### src/video_pkg.sv
// video mixer package: widths, pipeline depth, enable ratio, code typedefs and state enums
`default_nettype none

package video_pkg;

    localparam int PAL_AW   = 10;               // palette index width
    localparam int PROM_AW  = 8;                // priority prom index width
    localparam int PIPE_DLY = 3;                // pixel periods from sampling to colour register
    localparam int CEN_DIV  = 4;                // clk cycles per pixel enable
    localparam int CEN_W    = $clog2(CEN_DIV);  // enable counter width

    // raw layer codes
    typedef logic [6:0] char_code_t;
    typedef logic [6:0] obj_code_t;
    typedef logic [7:0] scr_code_t;  // [7] behind all, [6:5] group, [3:0] colour

    typedef logic [PAL_AW-1:0]  pal_addr_t;
    typedef logic [PROM_AW-1:0] prom_addr_t;
    typedef logic [3:0]         sel_code_t;  // [3:2] bank, [1:0] source
    typedef logic [3:0]         rgb4_t;
    typedef logic [7:0]         cpu_data_t;

    // cpu write target
    typedef enum logic [1:0] {
        TGT_RG   = 2'd0,  // red/green palette byte
        TGT_B    = 2'd1,  // blue palette nibble
        TGT_PRIO = 2'd2   // priority prom word
    } cpu_target_e;

    // cpu port handshake states
    typedef enum logic [1:0] {
        PORT_IDLE = 2'd0,
        PORT_WAIT = 2'd1,  // write latched, waiting for pixel enable
        PORT_ACK  = 2'd2   // write done, ack held until req drops
    } port_state_e;

endpackage

`default_nettype wire
### src/blank_delay.sv
// blank_delay: blanking flag delay line and blanked colour output register
`timescale 1ns/100ps
`default_nettype none

module blank_delay import video_pkg::*; (
    input  logic  clk,
    input  logic  reset,
    input  logic  cen_pxl,
    input  logic  lhbl,
    input  logic  lvbl,
    input  rgb4_t rgb_red,
    input  rgb4_t rgb_green,
    input  rgb4_t rgb_blue,
    output logic  lhbl_dly,
    output logic  lvbl_dly,
    output rgb4_t red,
    output rgb4_t green,
    output rgb4_t blue
);

    logic [PIPE_DLY-1:0] hbl_sr;  // [0] newest
    logic [PIPE_DLY-1:0] vbl_sr;
    logic                active;  // flags of the pixel now at the colour input

    assign active = hbl_sr[PIPE_DLY-1] && vbl_sr[PIPE_DLY-1];

    always_ff @(posedge clk) begin
        if (reset) begin
            hbl_sr   <= '0;
            vbl_sr   <= '0;
            lhbl_dly <= 1'b0;
            lvbl_dly <= 1'b0;
            red      <= '0;
            green    <= '0;
            blue     <= '0;
        end else if (cen_pxl) begin
            hbl_sr   <= {hbl_sr[PIPE_DLY-2:0], lhbl};
            vbl_sr   <= {vbl_sr[PIPE_DLY-2:0], lvbl};
            lhbl_dly <= hbl_sr[PIPE_DLY-1];  // same stage as colour
            lvbl_dly <= vbl_sr[PIPE_DLY-1];
            red      <= active ? rgb_red   : '0;  // black outside active video
            green    <= active ? rgb_green : '0;
            blue     <= active ? rgb_blue  : '0;
        end
    end

endmodule

`default_nettype wire

### config.mk
export PLATFORM = sky130hd
export DESIGN_NAME = blank_delay
export DESIGN_NICKNAME = d
export VERILOG_FILES = /design/src/video_pkg.sv /design/src/blank_delay.sv
export SDC_FILE = /design/constraint.sdc
export NUM_CORES = 1
export LEC_CHECK = 0
export BUFFER_PORTS_ARGS = -buffer_cell sky130_fd_sc_hd__buf_2
export CORE_MARGIN = 3
export CORE_UTILIZATION = 49
export DETAILED_ROUTE_END_ITERATION = 8
export GPL_TIMING_DRIVEN = 0
export PLACE_DENSITY = 0.83
export SKIP_CTS_REPAIR_TIMING = 1
export SLEW_MARGIN = 20
export SYNTH_ARGS = -nofsm -noshare
export SYNTH_HDL_FRONTEND = slang
export SYNTH_SLANG_ARGS = --single-unit
export TNS_END_PERCENT = 50
### constraint.sdc
create_clock -name clk -period 2.71 [get_ports clk]
set_clock_uncertainty 0.2 [all_clocks]
set_input_delay 0.4065 -clock clk [delete_from_list [all_inputs] [get_ports clk]]
set_output_delay 0.4065 -clock clk [all_outputs]
set_load 0.01 [all_outputs]
==> flow_summary.yaml, run 1 <==
route:
  first_pass_iters: 4
  wl_per_cell_um: 12.1
  viasPerCell: 5.28
  wirelength_um: 1520
  vias: 665
  drc: 0
  ant_nets: 0
  drtIter0Drc: 5
power:
  ir_drop_mv: 0.322
  power.density_nw_per_um2: 492
  p_leak_nw: 0.428
  total_power_uw: 470
synthesis:
  syn_area_um2: 767
  ys_seq_area_share_pct: 52.2
  syn_nets: 96
  synthCells: 79
  yosys.area.top_type: "dfxtp_1"
  synth.top_cell.area_share_pct: 52.2
  synth.distinct_cells: 10
  ys_ff_latch: 20
  ys_warn_count: 0
  synth_area_leaders: "dfxtp_1 (52%), mux2i_1 (10%), nand2b_1 (9.8%)"
  avgSynthCellArea_um2: 9.71
sta:
  slew_headroom_pct: 71.2
  period_minus_slack_ns: 1.38
  grt_setup_unrepaired: "false"
  fmax_ghz: 0.723
  setup_violations: 0
  fin_tns_setup_ns: 0
  fin_ws_ns: 1.33
  hold_viol_final: 0
  final-max-slew-violation-count: 0
  worst_slew_pin_slew_ns: 0.432
  fin_crit_sh_pct: 51.0
place:
  dp_slack_ns: 1.41
  port_buffers: 29
  gp_congestion: 0.723
  place_hpwl_um: 1120
worst_setup_path:
  slowest_delay_ns: 0.35
  r2r_start: "hbl_sr[2]"
  path_buf_inv: 1
  cp.required_ns: 2.10
  critPathSlowestCell: "dfxtp_1"
  crit_family: "flip-flops"
  crit_cells: 1
  crit_fanout: 2
  reg2reg_to: "blue[1]"
  criticalPathCategory: "register to primary output"
  r2r_setup_slack_ns: 1.60
  cp-end-kind: "primary output"
  crit_start: "green[1]"
  critPathArrivalTime_ns: 0.78
  reg2reg_depth: 3
  start_kind: "register"
  crit_path_end: "green[1]"
  cp_cell_sequence: "buf_2"
clocking:
  cts-root-buf: "clkbuf_4"
  insertion_delay_ns: 0.29
  numCtsBuffers: 3
  clock_path_buffers: 2
  cts_tree: "built"
  htree_levels: 1
  cts.clk_slew.worst_paths_ns: 0.10
  cts.sinks: 20
die:
  row_count: 13
  die_w_um: 45.6
  start_util_pct: 55.5
  io_pins: 31
  coreArea_um2: 1380
  die_h_um: 45.6
  die_area_um2: 2080
outcome:
  status: "complete, no violations"
finish:
  fillerInstances: 126
  area_growth_pct: 24.3
  regArea_um2: 400
  final_cell_mix: "buf_2 (29), dfxtp_1 (20), nand4_1 (12), nand2b_1 (12), a21oi_1 (12)"
  drive_above_1_share_pct: 33.3
  layout_commonest_cell: "buf_2"
  layout.nets: 130
  multi_input_area_um2: 320
  diodes: 0
global_route:
  antenna_found_initial: 0
  grt_pass1_vias: 569
  grt_usage_pct: 15.6
  grt_max_degree: 11
  grt_overflow: 0
  grt_pass1_wl_um: 2300
run:
  max-cap-violations: 0
min_path:
  min_path_type: "primary input to register"
-- power by group --
group,total (mW),internal [mW],switching [mW]
Combinational,0.0373,0.0190,0.0183
Sequential,0.299,0.297,0.00204
Clock,0.133,0.0517,0.0813
Total,0.470,0.368,0.102
-- logic make-up after synthesis --
logic type | count (synthesis) | share of synthesized area, %
buffers and inverters | 7 | 6.04
AO/OA/AOI/OAI | 12 | 7.83
flip-flops | 20 | 52.2
AND/OR/NAND/NOR | 32 | 23.5
multiplexers | 8 | 10.4
-- how the worst min path moves through the flow --
stage / startpoint / end / cells past startpoint
5_1_grt: lvbl / vbl_sr[0] / 3
3_5_place_dp: red[2] / red[2] / 2
6_report: lvbl / vbl_sr[0] / 3
2_1_floorplan: hbl_sr[0] / hbl_sr[0] / 2
3_3_place_gp: green[3] / green[3] / 2
4_1_cts: lvbl / vbl_sr[0] / 3
-- routing by layer --
layer,GRT usage [%],up-vias,part of all wire (%)
met3,2.37,4,7.1
li1,-,343,-
met5,0,-,0
met2,24.0,25,45
met4,12.3,0,2.0
met1,19.2,293,45
-- stage by stage --
step	cells	hold WS, ns	utilization [%]	instance area [µm²]
2_1_floorplan	79	0.260	-	767
3_3_place_gp	123	0.255	67.3	931
3_5_place_dp	123	0.256	67.3	931
4_1_cts	126	0.139	69.0	953
5_1_grt	126	0.162	69.0	953
6_report	126	0.149	69.0	953
-- flip-flops by register name (all words and copies together), names as in the netlist --
| register | flops |
|---|---|
| red | 4 |
| lhbl_dly | 1 |
| green | 4 |
| hbl_sr | 3 |
| vbl_sr | 3 |
| lvbl_dly | 1 |
| blue | 4 |
-- synth_stat cells --
master and n:
mux2i_1 8, nand2b_1 12, dfxtp_1 20, a21oi_1 12, nand4_1 12, buf_4 3
nor2_1 8, clkbuf_2 1, clkbuf_1 2, buf_6 1
-- final cells by class --
type / instances / area share, %
multi-input combinational: 52 / 33.6
clock buffer: 3 / 2.36
timing repair buffer: 29 / 15.2
buffer: 7 / 4.86
tap: 15 / 1.97
sequential: 20 / 42.0
-- worst register-to-register path: cells and delay by family (launching register included) --
kind | cells | cell delay, ns
buffers and inverters | 1 | 0.20
flip-flops | 1 | 0.41
AND/OR/NAND/NOR | 1 | 0.10
AO/OA/AOI/OAI | 1 | 0.13
Note: power is estimated with default switching activity, not from simulation.
==> inputs of run 2 (changes only) <==
--- a/config.mk
+++ b/config.mk
@@ -5,12 +5,13 @@
 export SDC_FILE = /design/constraint.sdc
 export NUM_CORES = 1
 export LEC_CHECK = 0
+export ABC_AREA = 1
 export BUFFER_PORTS_ARGS = -buffer_cell sky130_fd_sc_hd__buf_2
 export CORE_MARGIN = 3
-export CORE_UTILIZATION = 49
+export CORE_UTILIZATION = 46
 export DETAILED_ROUTE_END_ITERATION = 8
 export GPL_TIMING_DRIVEN = 0
-export PLACE_DENSITY = 0.83
+export PLACE_DENSITY = 0.78
 export SKIP_CTS_REPAIR_TIMING = 1
 export SLEW_MARGIN = 20
 export SYNTH_ARGS = -nofsm -noshare
==> constraint.sdc (replaced) <==
create_clock -name clk -period 1.31 [get_ports clk]
set_clock_uncertainty 0.2 [all_clocks]
set_input_delay 0.1965 -clock clk [delete_from_list [all_inputs] [get_ports clk]]
set_output_delay 0.1965 -clock clk [all_outputs]
set_load 0.01 [all_outputs]
==> run 2 against run 1 <==
Effect of this change: clock power grew to 3.8 times the previous value; synthesized area increased by 5.9%; count of clock-buffer cells in the layout unchanged; wire length increased by 12%; global-route usage shrank 0.45 points; critical path type is now primary input to register; critical endpoint is now green[0]; largest cell class unchanged.
==> flow_summary.yaml, run 2 <==
global_route:
  grt_overflow: 0
  grt_max_degree: 13
  grt_pass1_wl_um: 2420
  grt_pass1_vias: 558
  grt_usage_pct: 15.2
  antenna_found_initial: 0
sta:
  hold_viol_final: 0
  fin_tns_setup_ns: 0
  slew_headroom_pct: 86.3
  final-max-slew-violation-count: 0
  worst_slew_pin_slew_ns: 0.205
  fmax_ghz: 0.826
  period_minus_slack_ns: 1.21
  setup_violations: 0
  grt_setup_unrepaired: "false"
  fin_crit_sh_pct: 92.4
worst_setup_path:
  crit_fanout: 10
  cp.required_ns: 1.31
  start_kind: "primary input"
  critPathArrivalTime_ns: 1.21
  reg2reg_depth: 5
  cp-end-kind: "register"
  criticalPathCategory: "primary input to register"
synthesis:
  synthTopCellsByCount: "nor2_1 (60), dfxtp_1 (20), nand2_1 (16), inv_1 (13), o21ai_0 (6)"
  yosys.area.top_type: "dfxtp_1"
  synthCells: 123
  avgSynthCellArea_um2: 6.60
  ys_ff_latch: 20
  ys_seq_area_share_pct: 49.3
  synth.distinct_cells: 10
  ys_warn_count: 0
  syn_nets: 140
  async_flop_share_pct: 0
  syn_area_um2: 812
  synthFlopType: "dfxtp_1"
  synth.top_cell.area_share_pct: 49.3
  synth_area_leaders: "dfxtp_1 (49%), nor2_1 (28%), nand2_1 (7.4%)"
  synth_edf_count: 0
  yosysMostFrequentCell: "nor2_1"
power:
  p_leak_nw: 0.499
  power.density_nw_per_um2: 1170
  total_power_mw: 1.25
  ir_drop_mv: 0.986
clocking:
  cts.clk_slew.worst_paths_ns: 0.13
  insertion_delay_ns: 0.31
  clock_path_buffers: 2
  cts_tree: "built"
  cts.sinks: 20
  cts-root-buf: "clkbuf_4"
  htree_levels: 1
  numCtsBuffers: 3
route:
  first_pass_iters: 4
  viasPerCell: 4.44
  vias: 782
  highest_layer: "met4"
  wl_met3_um: 83
  drc: 0
  wl_met2_um: 747
  wirelength_um: 1710
  wl_per_cell_um: 9.72
  ant_nets: 0
  wl_met1_um: 841
  drtIter0Drc: 10
die:
  coreArea_um2: 1580
  row_count: 14
  io_pins: 31
  die_w_um: 48.0
  start_util_pct: 51.5
  die_h_um: 48.0
  die_area_um2: 2310
place:
  gp_congestion: 0.721
  place_hpwl_um: 1180
  port_buffers: 30
finish:
  top_regs: "blue x4, green x4, red x4"
  final_cell_mix: "nor2_1 (60), buf_2 (33), dfxtp_1 (20), nand2_1 (16), inv_1 (13)"
  area_growth_pct: 31.1
  diodes: 0
  layout_commonest_cell: "nor2_1"
  finish.utilization_pct: 67.5
  layout.nets: 178
  fillerInstances: 148
  drive_above_1_share_pct: 25.0
min_path:
  min_path_type: "primary input to register"
  min_path_cells: 5
outcome:
  status: "complete, no violations"
run:
  max-cap-violations: 0
run 2: cell families after synthesis:
logic type	count (synthesis)	share of synthesized area, %
flops	20	49.3
buf+inv	19	10.6
compound gates	8	4.93
simple gates	76	35.1
run 2: worst paths after layout:
check | startpoint | endpoint | slack (ns)
setup / recovery | reset | green[0] | 0.1
hold / removal | rgb_red[1] | red[1] | 0.0007
setup reg to reg | vbl_sr[2] | green[0] | 0.17
hold reg to reg | lvbl_dly | lvbl_dly | 0.28
run 2: area by class of cell:
type	count	area (µm²)	share of cell area (%)
plain buffers	5	33.8	3.17
repair buffers	33	180	16.9
multi-input cells	84	325	30.6
inverters	14	52.6	4.94
clock inverters	1	30.0	2.82
clock buffers	3	22.5	2.12
flip-flops and latches	20	400	37.6
well taps	16	20.0	1.88
run 2: worst max-delay path: stages:
cell	delay [ns]
dlygate4sd3_1	0.53
buf_2	0.17
buf_2	0.24
nor2_1	0.07
run 2: where the power goes:
group	internal, mW	switching [mW]	total, mW
Sequential	0.624	0.00902	0.633
Clock	0.310	0.198	0.507
Combinational	0.0471	0.0585	0.106
Total	0.981	0.265	1.25
run 2: layer usage:
metal	vias up	global-route usage [%]
li1	434	-
met1	323	19.2
met2	20	23.0
met3	5	3.38
met4	0	9.68
met5	-	0
run 2: through the flow:
step	area [µm²]	setup WS [ns]	hold WS (ns)	cells
after detailed placement	982	0.199	0.233	169
after floorplan	812	0.309	0.0656	123
after global placement	982	0.211	0.226	169
after CTS	1030	0.108	-0.0879	173
after global routing	1060	0.0440	0.00861	176
final	1060	0.0991	0.000683	176
==> inputs of run 3 (changes only) <==
--- a/config.mk
+++ b/config.mk
@@ -5,13 +5,13 @@
 export SDC_FILE = /design/constraint.sdc
 export NUM_CORES = 1
 export LEC_CHECK = 0
-export ABC_AREA = 1
 export BUFFER_PORTS_ARGS = -buffer_cell sky130_fd_sc_hd__buf_2
 export CORE_MARGIN = 3
-export CORE_UTILIZATION = 46
+export CORE_UTILIZATION = 45
+export CTS_CLUSTER_DIAMETER = 30
 export DETAILED_ROUTE_END_ITERATION = 8
 export GPL_TIMING_DRIVEN = 0
-export PLACE_DENSITY = 0.78
+export PLACE_DENSITY = 0.77
 export SKIP_CTS_REPAIR_TIMING = 1
 export SLEW_MARGIN = 20
 export SYNTH_ARGS = -nofsm -noshare
==> run 3 against run 2 <==
Effect of this change: critical path depth down 3; count of clock-buffer cells in the layout unchanged; sequential cell count is the same; global-route usage increased by 1.8 points; first-iteration DRC count rose by 30%; register-to-register slack is essentially flat; non-clock buffer count grew 12; hold slack gained 0.022 ns; cell count shrank 19%; critical path type is now register to primary output; fmax increased by 1.9%; sequential share of layout area shrank 2.0 points; worst setup slack improved by 0.022 ns.
==> flow_summary.yaml, run 3 (same netlist as run 1, synthesis figures left out) <==
finish:
  final_cell_mix: "buf_2 (29), dfxtp_1 (20), dlygate4sd3_1 (14)"
  fillerInstances: 125
  area_growth_pct: 46.7
  multi_input_area_um2: 320
  top_regs: "blue x4, green x4, red x4"
  layout_commonest_cell: "buf_2"
  diodes: 0
  final_area_um2: 1120
  drive_above_1_share_pct: 30.2
  layout.nets: 144
  regArea_um2: 400
clocking:
  htree_levels: 1
  cts_tree: "built"
  cts.sinks: 20
  cts-root-buf: "clkbuf_4"
  numCtsBuffers: 3
  clock_path_buffers: 2
  insertion_delay_ns: 0.30
  cts.clk_slew.worst_paths_ns: 0.11
sta:
  period_minus_slack_ns: 1.19
  hold_ws_ns: 0.0232
  fin_crit_sh_pct: 90.7
  worst_slew_pin_slew_ns: 0.460
  slew_headroom_pct: 69.3
  hold_viol_final: 0
  setup_violations: 0
  fmax_ghz: 0.841
  grt_setup_unrepaired: "false"
  fin_tns_setup_ns: 0
  final-max-slew-violation-count: 0
worst_setup_path:
  r2r_setup_slack_ns: 0.16
  path_buf_inv: 1
  r2r_start: "hbl_sr[2]"
  critPathSlowestCell: "dfxtp_1"
  criticalPathCategory: "register to primary output"
  reg2reg_depth: 3
  slowest_delay_ns: 0.35
  crit_fanout: 2
  cp-end-kind: "primary output"
  reg2reg_to: "green[1]"
  cp_cell_sequence: "buf_2"
  critPathArrivalTime_ns: 0.79
  start_kind: "register"
  crit_family: "flip-flops"
  cp.required_ns: 0.91
min_path:
  min_path_type: "primary input to register"
  worstHoldEndpoint: "green[3]"
  hold_start: "cen_pxl"
  min_path_cells: 3
power:
  power.density_nw_per_um2: 1090
  p_leak_nw: 0.501
  total_power_mw: 1.23
  ir_drop_mv: 0.786
global_route:
  antenna_found_initial: 0
  grt_max_degree: 13
  grt_pass1_vias: 644
  grt_overflow: 0
  grt_usage_pct: 17.0
  grt_pass1_wl_um: 2670
route:
  drtIter0Drc: 13
  ant_nets: 0
  wl_per_cell_um: 12.2
  vias: 712
  viasPerCell: 5.01
  first_pass_iters: 4
  wirelength_um: 1740
  drc: 0
die:
  die_area_um2: 2240
  row_count: 14
  die_w_um: 47.3
  start_util_pct: 49.2
  die_h_um: 47.3
  coreArea_um2: 1560
  io_pins: 31
place:
  gp_congestion: 0.688
  place_hpwl_um: 1150
  place_area_um2: 932
  port_buffers: 29
outcome:
  status: "complete, no violations"
run:
  max-cap-violations: 0
-- run 3: layout make-up --
| cell class | count | area share (%) |
|---|---|---|
| Clock buffer | 3 | 2.00 |
| Clock inverter | 1 | 2.67 |
| Sequential cell | 20 | 35.6 |
| Buffer | 7 | 4.12 |
| Timing Repair Buffer | 43 | 25.4 |
| Multi-Input combinational cell | 52 | 28.5 |
| Tap cell | 16 | 1.78 |
-- run 3: worst max path at each step --
stage | slack, ns | to | cells after the start | from
after floorplan | 0.33 | green[0] | 3 | hbl_sr[2]
final | 0.12 | green[2] | 1 | green[2]
after global routing | 0.03 | red[2] | 3 | hbl_sr[2]
after global placement | 0.24 | green[1] | 3 | hbl_sr[2]
after CTS | 0.12 | green[0] | 1 | green[0]
after detailed placement | 0.19 | green[1] | 3 | hbl_sr[2]
-- run 3: power breakdown --
part           internal [mW]  switching (mW)
clock network          0.309           0.188
registers              0.615         0.00429
logic                 0.0665          0.0447
-- run 3: per-layer routing --
metal | track usage [%] | part of all wire, %
met1 | 21.6 | 46
met4 | 10.5 | 2.4
met5 | 0 | 0
met3 | 3.45 | 4.7
met2 | 25.9 | 47
-- run 3: through the flow --
stage / setup slack [ns] / instances / utilization, %
CTS: 0.116 / 128 / 63.2
detailed placement: 0.191 / 124 / 59.8
floorplan: 0.332 / 79 / -
global route: 0.0300 / 142 / 72.2
global placement: 0.245 / 124 / 59.8
finish: 0.121 / 142 / 72.2
