==> src/video_pkg.sv <==
// video mixer package: widths, pipeline depth, enable ratio, code typedefs and state enums
`default_nettype none

package video_pkg;

    localparam int PAL_AW   = 10;               // palette index width
    localparam int PROM_AW  = 8;                // priority prom index width
    localparam int PIPE_DLY = 3;                // pixel periods from sampling to colour register
    localparam int CEN_DIV  = 4;                // clk cycles per pixel enable
    localparam int CEN_W    = $clog2(CEN_DIV);  // enable counter width

    // raw layer codes
    typedef logic [6:0] char_code_t;
    typedef logic [6:0] obj_code_t;
    typedef logic [7:0] scr_code_t;  // [7] behind all, [6:5] group, [3:0] colour

    typedef logic [PAL_AW-1:0]  pal_addr_t;
    typedef logic [PROM_AW-1:0] prom_addr_t;
    typedef logic [3:0]         sel_code_t;  // [3:2] bank, [1:0] source
    typedef logic [3:0]         rgb4_t;
    typedef logic [7:0]         cpu_data_t;

    // cpu write target
    typedef enum logic [1:0] {
        TGT_RG   = 2'd0,  // red/green palette byte
        TGT_B    = 2'd1,  // blue palette nibble
        TGT_PRIO = 2'd2   // priority prom word
    } cpu_target_e;

    // cpu port handshake states
    typedef enum logic [1:0] {
        PORT_IDLE = 2'd0,
        PORT_WAIT = 2'd1,  // write latched, waiting for pixel enable
        PORT_ACK  = 2'd2   // write done, ack held until req drops
    } port_state_e;

endpackage

`default_nettype wire
==> src/cpu_port.sv <==
// cpu_port: four-phase req/ack write slave issuing pixel-aligned write strobes
`timescale 1ns/100ps
`default_nettype none

module cpu_port import video_pkg::*; (
    input  logic        clk,
    input  logic        reset,
    input  logic        cen_pxl,
    input  logic        cpu_req,
    input  cpu_target_e cpu_sel,
    input  pal_addr_t   cpu_addr,
    input  cpu_data_t   cpu_data,
    output logic        cpu_ack,
    output logic        we_rg,
    output logic        we_b,
    output logic        we_prio,
    output pal_addr_t   wr_addr,
    output cpu_data_t   wr_data
);

    port_state_e state;
    cpu_target_e sel_q;   // latched target
    pal_addr_t   addr_q;
    cpu_data_t   data_q;
    cpu_target_e tgt;
    logic        pending; // a write is waiting for the enable
    logic        fire;

    // a request that meets the enable straight away is written from the bus itself
    assign pending = (state == PORT_IDLE && cpu_req) || state == PORT_WAIT;
    assign fire    = pending && cen_pxl;
    assign tgt     = (state == PORT_IDLE) ? cpu_sel  : sel_q;
    assign wr_addr = (state == PORT_IDLE) ? cpu_addr : addr_q;
    assign wr_data = (state == PORT_IDLE) ? cpu_data : data_q;

    assign we_rg   = fire && tgt == TGT_RG;
    assign we_b    = fire && tgt == TGT_B;
    assign we_prio = fire && tgt == TGT_PRIO;
    assign cpu_ack = (state == PORT_ACK);

    always_ff @(posedge clk) begin
        if (reset) begin
            state <= PORT_IDLE;
        end else begin
            case (state)
                PORT_IDLE: if (cpu_req) state <= cen_pxl ? PORT_ACK : PORT_WAIT;
                PORT_WAIT: if (cen_pxl) state <= PORT_ACK;  // strobe fires this cycle
                PORT_ACK:  if (!cpu_req) state <= PORT_IDLE; // master let go
                default:   state <= PORT_IDLE;
            endcase
        end
    end

    // payload capture, no reset needed
    always_ff @(posedge clk) begin
        if (state == PORT_IDLE && cpu_req) begin
            sel_q  <= cpu_sel;
            addr_q <= cpu_addr;
            data_q <= cpu_data;
        end
    end

endmodule

`default_nettype wire

==> config.mk <==
export PLATFORM = sky130hd
export DESIGN_NAME = cpu_port
export DESIGN_NICKNAME = d
export VERILOG_FILES = /design/src/video_pkg.sv /design/src/cpu_port.sv
export SDC_FILE = /design/constraint.sdc
export NUM_CORES = 1
export LEC_CHECK = 0
export ABC_AREA = 0
export BUFFER_PORTS_ARGS = -buffer_cell sky130_fd_sc_hd__buf_2
export CORE_ASPECT_RATIO = 1.1
export CORE_MARGIN = 2
export CORE_UTILIZATION = 45
export DETAILED_ROUTE_END_ITERATION = 10
export PLACE_DENSITY = 0.74
export SKIP_LAST_GASP = 1
export SYNTH_ARGS = -nofsm -noshare
export SYNTH_HDL_FRONTEND = slang
export SYNTH_SLANG_ARGS = --single-unit
==> constraint.sdc <==
create_clock -name clk -period 1.8 [get_ports clk]
set_input_delay 0 -clock clk [delete_from_list [all_inputs] [get_ports clk]]
set_output_delay 0 -clock clk [all_outputs]
set_load 0.01 [all_outputs]
==> flow_summary_export.csv, run 1 <==
group,metric,value,unit
critical_path,start_kind,"flop",
floorplan,fp.dieW,49.1,um
route,viasPerCell,4.67,
final_layout,diodes,0,
route,ant_nets,0,
placed_design,preCtsSetupSlack,0.392,ns
placed_design,gp_congestion,0.638,
synthesis,synth_seq_area_share,63.7,%
synthesis,ys_warn_count,0,
synthesis,synth_top_area_share,59.7,%
clocking,cts_resized,0,
clocking,clkLatencyLatePin,0.30,ns
final_layout,final_area,1530,um2
route,wl_per_cell,13.7,um
route,wirelength,2220,um
critical_path,slowest_delay,0.43,ns
global_route,grt_overflow,0,
sta,grt_setup_unrepaired,"no",
critical_path,crit_required,1.80,ns
power_and_ir_drop,p_leak,0.654,nW
sta,slew_headroom,77.5,%
worst_hold_path,min_to,"state[1]$_SDFFE_PP0P_",
sta,fin_ws,0.178,ns
sta,tns,0,ns
worst_hold_path,min_from,"cpu_req",
sta,period_share,90.1,%
global_route,grtUsageTotal,17.4,%
final_layout,finalNonFillerCells,162,
critical_path,reg2reg_to,"state[0]$_SDFFE_PP0P_",
floorplan,core.rowCount,17,
route,drc,0,
global_route,grt_pass1_vias,732,
floorplan,initial_utilization,48.8,%
synthesis,synth-edff-count,20,
critical_path,end_kind,"output pin",
sta,min_period,1.62,ns
sta,slew_viol_final,0,
synthesis,synth-async-reset-ratio,0,%
synthesis,netlist_top_cells_area,"edfxtp_1, mux2_2, dfxtp_1, buf_6, nor2b_1",
critical_path,path_cells,"nor2_4, buf_4, mux2_2, buf_2",
synthesis,synth_most_common_cell,"edfxtp_1",
power_and_ir_drop,power_density,706,nW/um2
synthesis,syn_avg_cell_area,16.8,um2
synthesis,synth_top_area_cell,"edfxtp_1",
critical_path,arrival,1.62,ns
critical_path,critPathSlowestCell,"dfxtp_1",
critical_path,cp_top_family,"flip-flops",
placed_design,place_area,1250,um2
synthesis,synth-seq-cells,22,
synthesis,yosysUniqueCellTypes,18,
worst_hold_path,hp-class,"in -> reg",
clocking,cts_tree,"built",
critical_path,critPathKind,"reg -> out",
sta,fmax,0.617,GHz
worst_hold_path,whs_path_depth,3,
final_layout,utilization,74.0,%
floorplan,die_h,53.6,um
floorplan,fp.dieArea,2630,um2
power_and_ir_drop,ir_drop,0.579,mV
floorplan,core,2060,um2
global_route,grt_pass1_wl,3350,um
synthesis,syn_inst,60,
clocking,cts.sink_count,22,
final_layout,drive_gt1_share,55.2,%
sta,whs,0.0903,ns
job,maxCapViolCount,0,
final_layout,nNetsFinal,159,
clocking,clockRootBuffer,"clkbuf_4",
sta,tightest_slew,0.328,ns
synthesis,netlist_area,1010,um2
synthesis,synth_ff_type,"edfxtp_1",
floorplan,io_pins,46,
final_layout,syn2layout_area_growth,51.7,%
global_route,grt_max_degree,14,
placed_design,io_buffers,45,
critical_path,r2r-start,"state[0]$_SDFFE_PP0P_",
power_and_ir_drop,power.total,1.08,mW
critical_path,reg2regPathDepth,3,
route,drt_iter0_markers,15,
critical_path,r2r_setup_slack,0.30,ns
route,via_count,757,
synthesis,syn_nets,84,
status,outcome,"complete, no violations",
placed_design,hpwl,1360,um
global_route,grt_antenna_before_repair,0,
synthesis,yosys-top-cells-count,"edfxtp_1, mux2_2, buf_6, nor2_1",
route,drt-pass1-iter-count,4,
clocking,cts.clk_slew.worst_paths,0.11,ns
clocking,cts_max_level,1,
sta,finalHoldViolCount,0,
critical_path,crit_fanout,12,
sta,setup_viol,0,
critical_path,critPathBufInv,2,
placed_design,place_inst,133,
clocking,cts_buffers,3,
sta,finalClockSkew,0.00557,ns
clocking,cts_buffer_depth,2,
## state kept, by name, indices dropped and copies added, names as in the netlist
register,cells
state,2
data_q,8
sel_q,2
addr_q,10
## logic make-up after synthesis
group	count (synthesis)	synth area share, %
buf+inv	3	3.36
mux	19	21.1
compound gates	4	3.48
simple gates	12	8.33
flops	22	63.7
## worst max-delay path by stage
| stage | startpoint | to | cells after the start |
|---|---|---|---|
| after CTS | state[0]$_SDFFE_PP0P_ | wr_data[2] | 4 |
| after detailed placement | state[0]$_SDFFE_PP0P_ | wr_addr[1] | 4 |
| after floorplan | state[0]$_SDFFE_PP0P_ | addr_q[0]$_DFFE_PP_ | 4 |
| final | state[0]$_SDFFE_PP0P_ | wr_data[7] | 4 |
| after global routing | state[0]$_SDFFE_PP0P_ | wr_addr[3] | 4 |
| after global placement | state[0]$_SDFFE_PP0P_ | wr_addr[6] | 4 |
## report_power, final
group          switching [mW]  internal, mW
Combinational           0.106         0.141
Clock                   0.142        0.0807
Sequential             0.0132         0.595
## tightest hold or removal path: stages
cell,delay (ns)
buf_2,0.12
nor2_1,0.14
a2111oi_0,0.09
## timing repair
item	CTS	global route
hold buffers	23	0
setup endpoints to repair	0	11
buffers inserted	0	2
hold endpoints to repair	22	0
## per-layer routing
layer,up-vias,share of wire [%],global-route usage (%)
met5,-,0,0
met3,2,2.3,2.50
met2,18,54,33.3
met1,355,43,19.6
li1,382,-,-
met4,0,0.77,7.14
## cell type report
class | instances | area [um2]
sequential | 22 | 641
fill | 138 | 537
timing repair buffer | 73 | 493
multi-input combinational | 35 | 332
tap | 28 | 35.0
clock buffer | 3 | 22.5
clock inverter | 1 | 3.75
## cells in the final DEF (no fill, tap or decap)
cell and n:
o221a_2 1, clkinv_1 1, nor4b_1 1, nor2_4 1
edfxtp_1 20, a2111oi_0 1, buf_2 45, mux2_2 18
buf_4 5, o21ai_0 1, nor4_1 1, clkbuf_4 3
nor2b_1 2, nor3b_2 1, and2b_1 1, dlygate4sd3_1 23
nor2_1 3, o211a_1 1, mux2i_1 1, and2_1 1
nor3b_1 1, dfxtp_1 2
No activity file was read; power rests on OpenSTA's default activity.
==> run 2, diff against run 1 <==
--- a/config.mk
+++ b/config.mk
@@ -6,12 +6,15 @@
 export NUM_CORES = 1
 export LEC_CHECK = 0
 export ABC_AREA = 0
-export BUFFER_PORTS_ARGS = -buffer_cell sky130_fd_sc_hd__buf_2
+export CELL_PAD_IN_SITES_DETAIL_PLACEMENT = 1
+export CELL_PAD_IN_SITES_GLOBAL_PLACEMENT = 1
 export CORE_ASPECT_RATIO = 1.1
 export CORE_MARGIN = 2
 export CORE_UTILIZATION = 45
 export DETAILED_ROUTE_END_ITERATION = 10
-export PLACE_DENSITY = 0.74
+export DONT_BUFFER_PORTS = 1
+export PLACE_DENSITY = 0.69
+export RECOVER_POWER = 25
 export SKIP_LAST_GASP = 1
 export SYNTH_ARGS = -nofsm -noshare
 export SYNTH_HDL_FRONTEND = slang
==> run 2 against run 1 <==
Global-route usage up 1.2 points. Hold slack improved by 0.035 ns. Wire length decreased by 4.6%. Sequential power is essentially flat. Flip-flop and latch count unchanged. Non-clock buffer count fell by 46. Core utilization fell by 9.9 points. Combinational power shrank 28%. First-iteration DRC count fell by 40%. Design area fell by 13%. Sequential share of layout area rose by 6.5 points. Power is 7.3% higher. Critical path type is now reg -> reg.
==> flow_summary_export.csv, run 2 (synthesis gave the netlist of run 1 again) <==
group,metric,value,unit
route,drc,0,
route,dr.max_layer_used,"met4",
critical_path,r2r_setup_slack,0.12,ns
placed_design,hpwl,1260,um
sta,finalHoldViolCount,0,
critical_path,cp_top_family,"buffers and inverters",
global_route,grt_overflow,0,
final_layout,layout.cells.most_common,"dlygate4sd3_1",
critical_path,end_kind,"flop",
critical_path,arrival,1.93,ns
final_layout,top_regs,"addr_q (10), data_q (8)",
worst_hold_path,min_to,"sel_q[0]$_DFFE_PP_",
job,maxCapViolCount,0,
clocking,cts.sink_count,22,
route,wl_met2,1050,um
critical_path,crit_fanout,9,
placed_design,preCtsSetupSlack,0.382,ns
floorplan,fp.dieArea,2630,um2
critical_path,crit_required,2.05,ns
final_layout,fillers,195,
clocking,cts_max_level,1,
floorplan,fp.dieW,49.1,um
sta,tns,0,ns
global_route,grt_max_degree,20,
critical_path,start_kind,"flop",
floorplan,initial_utilization,48.8,%
final_layout,regMostFlops,"addr_q",
floorplan,core.rowCount,17,
route,drt-pass1-iter-count,4,
clocking,cts_tree,"built",
power_and_ir_drop,ir_drop,0.607,mV
route,drt_iter0_markers,9,
final_layout,layout_common_cells,"dlygate4sd3_1, edfxtp_1, mux2_2",
clocking,hold_buffers,24,
critical_path,critPathSlowestCell,"dlygate4sd3_1",
placed_design,gp_congestion,0.643,
route,via_count,625,
clocking,cts_setup_buffers,0,
sta,slew_viol_final,0,
final_layout,nNetsFinal,113,
power_and_ir_drop,power_density,874,nW/um2
sta,setup_viol,0,
global_route,grt_pass1_wl,3520,um
final_layout,diodes,0,
clocking,cts_resized,0,
worst_hold_path,hp-class,"in -> reg",
final_layout,syn2layout_area_growth,31.5,%
critical_path,r2r-start,"state[0]$_SDFFE_PP0P_",
sta,slew_headroom,77.4,%
floorplan,die_h,53.6,um
floorplan,core,2060,um2
sta,fmax,0.594,GHz
route,wl_met3,182,um
sta,grt_setup_unrepaired,"no",
worst_hold_path,whs_path_depth,1,
clocking,cts.clk_slew.worst_paths,0.12,ns
global_route,grtUsageTotal,18.5,%
critical_path,critPathBufInv,1,
sta,min_period,1.68,ns
sta,finalClockSkew,0.000641,ns
worst_hold_path,min_from,"cpu_req",
placed_design,io_buffers,0,
floorplan,io_pins,46,
clocking,cts_buffer_depth,2,
sta,fin_ws,0.117,ns
critical_path,slowest_delay,0.61,ns
sta,period_share,93.5,%
final_layout,largest_reg_flops,10,
route,wl_per_cell,18.3,um
route,ant_nets,0,
sta,tightest_slew,0.331,ns
power_and_ir_drop,p_leak,0.481,nW
route,drt-met1-wl,865,um
global_route,grt_pass1_vias,679,
route,viasPerCell,5.39,
final_layout,drive_gt1_share,31.8,%
route,wirelength,2120,um
status,outcome,"complete, no violations",
critical_path,path_cells,"nor2_1, a2111oi_0, dlygate4sd3_1",
critical_path,critPathKind,"reg -> reg",
global_route,grt_antenna_before_repair,0,
clocking,clkLatencyLatePin,0.30,ns
critical_path,reg2regPathDepth,3,
critical_path,reg2reg_to,"state[1]$_SDFFE_PP0P_",
clocking,cts_buffers,3,
clocking,clockRootBuffer,"clkbuf_4",
[run 2: cell count changes in the layout (fill, tap and decap cells not counted), sizes merged]
| cell | delta |
|---|---|
| buf | -47 |
| dlygate4sd3 | +1 |
| clkinv | -1 |
| bufinv | +1 |
[run 2: power by group]
group	internal (mW)	switching, mW
Sequential	0.595	0.0147
Clock	0.225	0.143
Combinational	0.0940	0.0835
[run 2: cell type report]
| type | instances | area, um2 | share of cell area [%] |
|---|---|---|---|
| tap | 28 | 35.0 | 2.65 |
| sequential | 22 | 641 | 48.4 |
| clock inverter | 1 | 30.0 | 2.27 |
| multi-input combinational | 35 | 332 | 25.1 |
| clock buffer | 3 | 22.5 | 1.70 |
| timing repair buffer | 27 | 263 | 19.9 |
[run 2: metrics by stage]
stage               utilization, %  hold slack, ns  power [mW]  instance area, um2  instances
floorplan                        -          0.0770       0.738                1010         60
global placement              49.9          0.0839       0.752                1030         88
detailed placement            49.9          0.0797       0.755                1030         88
CTS                           64.1           0.111        1.16                1320        116
global route                  64.1           0.130        1.20                1320        116
finish                        64.1           0.125        1.16                1320        116
[run 2: how the worst max path moves through the flow]
stage	endpoint	startpoint	slack, ns	cells after the start
6_report	state[1]$_SDFFE_PP0P_	state[0]$_SDFFE_PP0P_	0.12	3
2_1_floorplan	addr_q[0]$_DFFE_PP_	state[0]$_SDFFE_PP0P_	0.20	4
4_1_cts	state[1]$_SDFFE_PP0P_	state[0]$_SDFFE_PP0P_	0.12	3
3_3_place_gp	addr_q[7]$_DFFE_PP_	state[0]$_SDFFE_PP0P_	0.42	3
5_1_grt	state[1]$_SDFFE_PP0P_	state[0]$_SDFFE_PP0P_	0.07	3
3_5_place_dp	data_q[5]$_DFFE_PP_	state[0]$_SDFFE_PP0P_	0.38	3
[run 2: metal layers]
layer	up-vias	global-route usage, %
met5	-	0
met4	0	7.14
met3	2	5.00
met2	34	29.5
met1	296	24.5
li1	293	-
==> run 3, diff against run 2 <==
--- a/config.mk
+++ b/config.mk
@@ -9,10 +9,10 @@
 export CELL_PAD_IN_SITES_DETAIL_PLACEMENT = 1
 export CELL_PAD_IN_SITES_GLOBAL_PLACEMENT = 1
 export CORE_ASPECT_RATIO = 1.1
-export CORE_MARGIN = 2
 export CORE_UTILIZATION = 45
 export DETAILED_ROUTE_END_ITERATION = 10
 export DONT_BUFFER_PORTS = 1
+export GPL_TIMING_DRIVEN = 0
 export PLACE_DENSITY = 0.69
 export RECOVER_POWER = 25
 export SKIP_LAST_GASP = 1
==> run 3 against run 2 <==
Non-clock buffer count unchanged. Cell count unchanged. Count of clock-buffer cells in the layout did not move. Worst setup slack better by 0.15 ns. First-iteration DRC count fell by 56%. Critical path depth rose by 1. Clock power up 3%. Die area fell by 7.7%. Critical endpoint is now sel_q[0]$_DFFE_PP_. Highest routed layer unchanged.
==> flow_summary_export.csv, run 3 (synthesis gave the netlist of run 1 again) <==
group,metric,value,unit
global_route,grt_pass1_wl,3060,um
floorplan,io_pins,46,
sta,period_share,85.0,%
floorplan,core,2060,um2
clocking,cts_max_level,1,
critical_path,end_kind,"flop",
route,ant_nets,0,
critical_path,crit_fanout,20,
critical_path,path_cells,"buf_6, nor2_4, buf_6, and2_2",
critical_path,slowest_delay,0.45,ns
placed_design,hpwl,1130,um
final_layout,regMostFlops,"addr_q",
power_and_ir_drop,p_leak,0.486,nW
placed_design,place_area,1040,um2
clocking,cts_tree,"built",
critical_path,start_kind,"flop",
final_layout,final_area,1340,um2
route,drt-pass1-iter-count,2,
final_layout,drive_gt1_share,33.0,%
final_layout,largest_reg_flops,10,
final_layout,utilization,64.7,%
clocking,cts.sink_count,22,
clocking,cts_buffers,3,
final_layout,fillers,198,
floorplan,core.rowCount,17,
critical_path,reg2regPathDepth,4,
final_layout,layout.cells.most_common,"dlygate4sd3_1",
route,wl_per_cell,17.5,um
clocking,cts_buffer_depth,2,
critical_path,r2r-start,"state[0]$_SDFFE_PP0P_",
global_route,grtUsageTotal,18.7,%
power_and_ir_drop,p_comb_share,15.6,%
final_layout,nNetsFinal,113,
route,via_count,625,
worst_hold_path,hp-class,"in -> out",
final_layout,layout_common_cells,"dlygate4sd3_1, edfxtp_1, mux2_2",
critical_path,critPathSlowestCell,"and2_2",
power_and_ir_drop,power.total,1.17,mW
clocking,cts_setup_buffers,0,
sta,setup_viol,0,
floorplan,die_h,51.6,um
sta,finalHoldViolCount,0,
critical_path,r2r_setup_slack,0.27,ns
placed_design,place_inst,88,
floorplan,initial_utilization,48.8,%
final_layout,diodes,0,
sta,slew_viol_final,0,
sta,tightest_slew,0.454,ns
sta,min_period,1.53,ns
global_route,grt_pass1_vias,694,
power_and_ir_drop,power_frac_seq,51.9,%
final_layout,finalNonFillerCells,116,
power_and_ir_drop,p_int,0.918,mW
route,wirelength,2030,um
route,drt_iter0_markers,4,
critical_path,startpoint,"state[0]$_SDFFE_PP0P_",
global_route,grt_antenna_before_repair,0,
critical_path,crit_top_cell,"buf_6",
power_and_ir_drop,power_frac_clock,32.5,%
placed_design,io_buffers,0,
final_layout,syn2layout_area_growth,32.7,%
power_and_ir_drop,ir_drop,0.614,mV
critical_path,critPathKind,"reg -> reg",
critical_path,cp-endpoint,"sel_q[0]$_DFFE_PP_",
critical_path,reg2reg_to,"sel_q[0]$_DFFE_PP_",
global_route,grt_max_degree,21,
sta,fmax,0.653,GHz
clocking,cts.clk_slew.worst_paths,0.12,ns
clocking,clkLatencyLatePin,0.32,ns
critical_path,crit_required,1.78,ns
power_and_ir_drop,swShare,21.5,%
status,outcome,"complete, no violations",
job,maxCapViolCount,0,
sta,finalClockSkew,0.00586,ns
floorplan,fp.dieW,47.1,um
route,drc,0,
clocking,clockRootBuffer,"clkbuf_4",
final_layout,top_regs,"addr_q (10), data_q (8)",
sta,slew_headroom,69.7,%
sta,grt_setup_unrepaired,"no",
route,viasPerCell,5.39,
critical_path,arrival,1.51,ns
global_route,grt_overflow,0,
placed_design,gp_congestion,0.640,
power_and_ir_drop,power_density,876,nW/um2
floorplan,fp.dieArea,2430,um2
power_and_ir_drop,switchingPower,0.251,mW
run 3: power groups by stage:
stage          Clock (mW)  Combinational, mW  Sequential, mW
2_1_floorplan           0              0.124           0.615
3_3_place_gp            0              0.138           0.618
3_5_place_dp            0              0.139           0.619
4_1_cts             0.383              0.182           0.607
5_1_grt             0.401              0.195           0.611
6_report            0.380              0.182           0.607
run 3: routing by layer:
layer | routed length, um | track usage, % | vias up | share of wire (%)
met3 | 140 | 4.51 | 3 | 6.9
met4 | 23 | 7.14 | 0 | 1.1
li1 | - | - | 289 | -
met2 | 1090 | 33.6 | 30 | 54
met1 | 775 | 20.4 | 303 | 38
met5 | 0 | 0 | - | 0
run 3: worst min-delay path by stage:
stage,from,endpoint,slack [ns],cells after the start
after CTS,cpu_addr[1],wr_addr[1],0.15,1
after global placement,reset,state[0]$_SDFFE_PP0P_,0.08,1
after global routing,cpu_data[7],wr_data[7],0.16,1
after floorplan,cen_pxl,state[0]$_SDFFE_PP0P_,0.08,1
after detailed placement,reset,state[0]$_SDFFE_PP0P_,0.08,1
final,cpu_addr[4],wr_addr[4],0.15,1
run 3: repair_timing:
action	4_1_cts	5_1_grt
resized for setup	1	0
endpoints found under the setup margin	20	0
hold buffers	24	0
hold endpoints to repair	22	0
run 3: through the flow:
stage | setup slack, ns | setup TNS, ns | hold WS (ns)
6_report | 0.270 | 0 | 0.155
5_1_grt | 0.177 | 0 | 0.157
2_1_floorplan | 0.205 | 0 | 0.0770
3_3_place_gp | -0.00954 | -0.181 | 0.0796
3_5_place_dp | -0.0452 | -0.897 | 0.0813
4_1_cts | 0.234 | 0 | 0.154
run 3: cell type report:
cell class | count | area (um2) | area share [%]
plain buffers | 3 | 33.8 | 2.53
clock buffers | 3 | 22.5 | 1.69
clock inverters | 1 | 30.0 | 2.25
multi-input cells | 35 | 333 | 24.9
flip-flops and latches | 22 | 641 | 48.0
well taps | 28 | 35.0 | 2.62
repair buffers | 24 | 240 | 18.0
run 3: worst max-delay path: cells and delay by family, from the launching register on:
| kind | cells | cell delay (ns) |
|---|---|---|
| flip-flops | 1 | 0.33 |
| AND/OR/NAND/NOR | 2 | 0.57 |
| buffers and inverters | 2 | 0.29 |
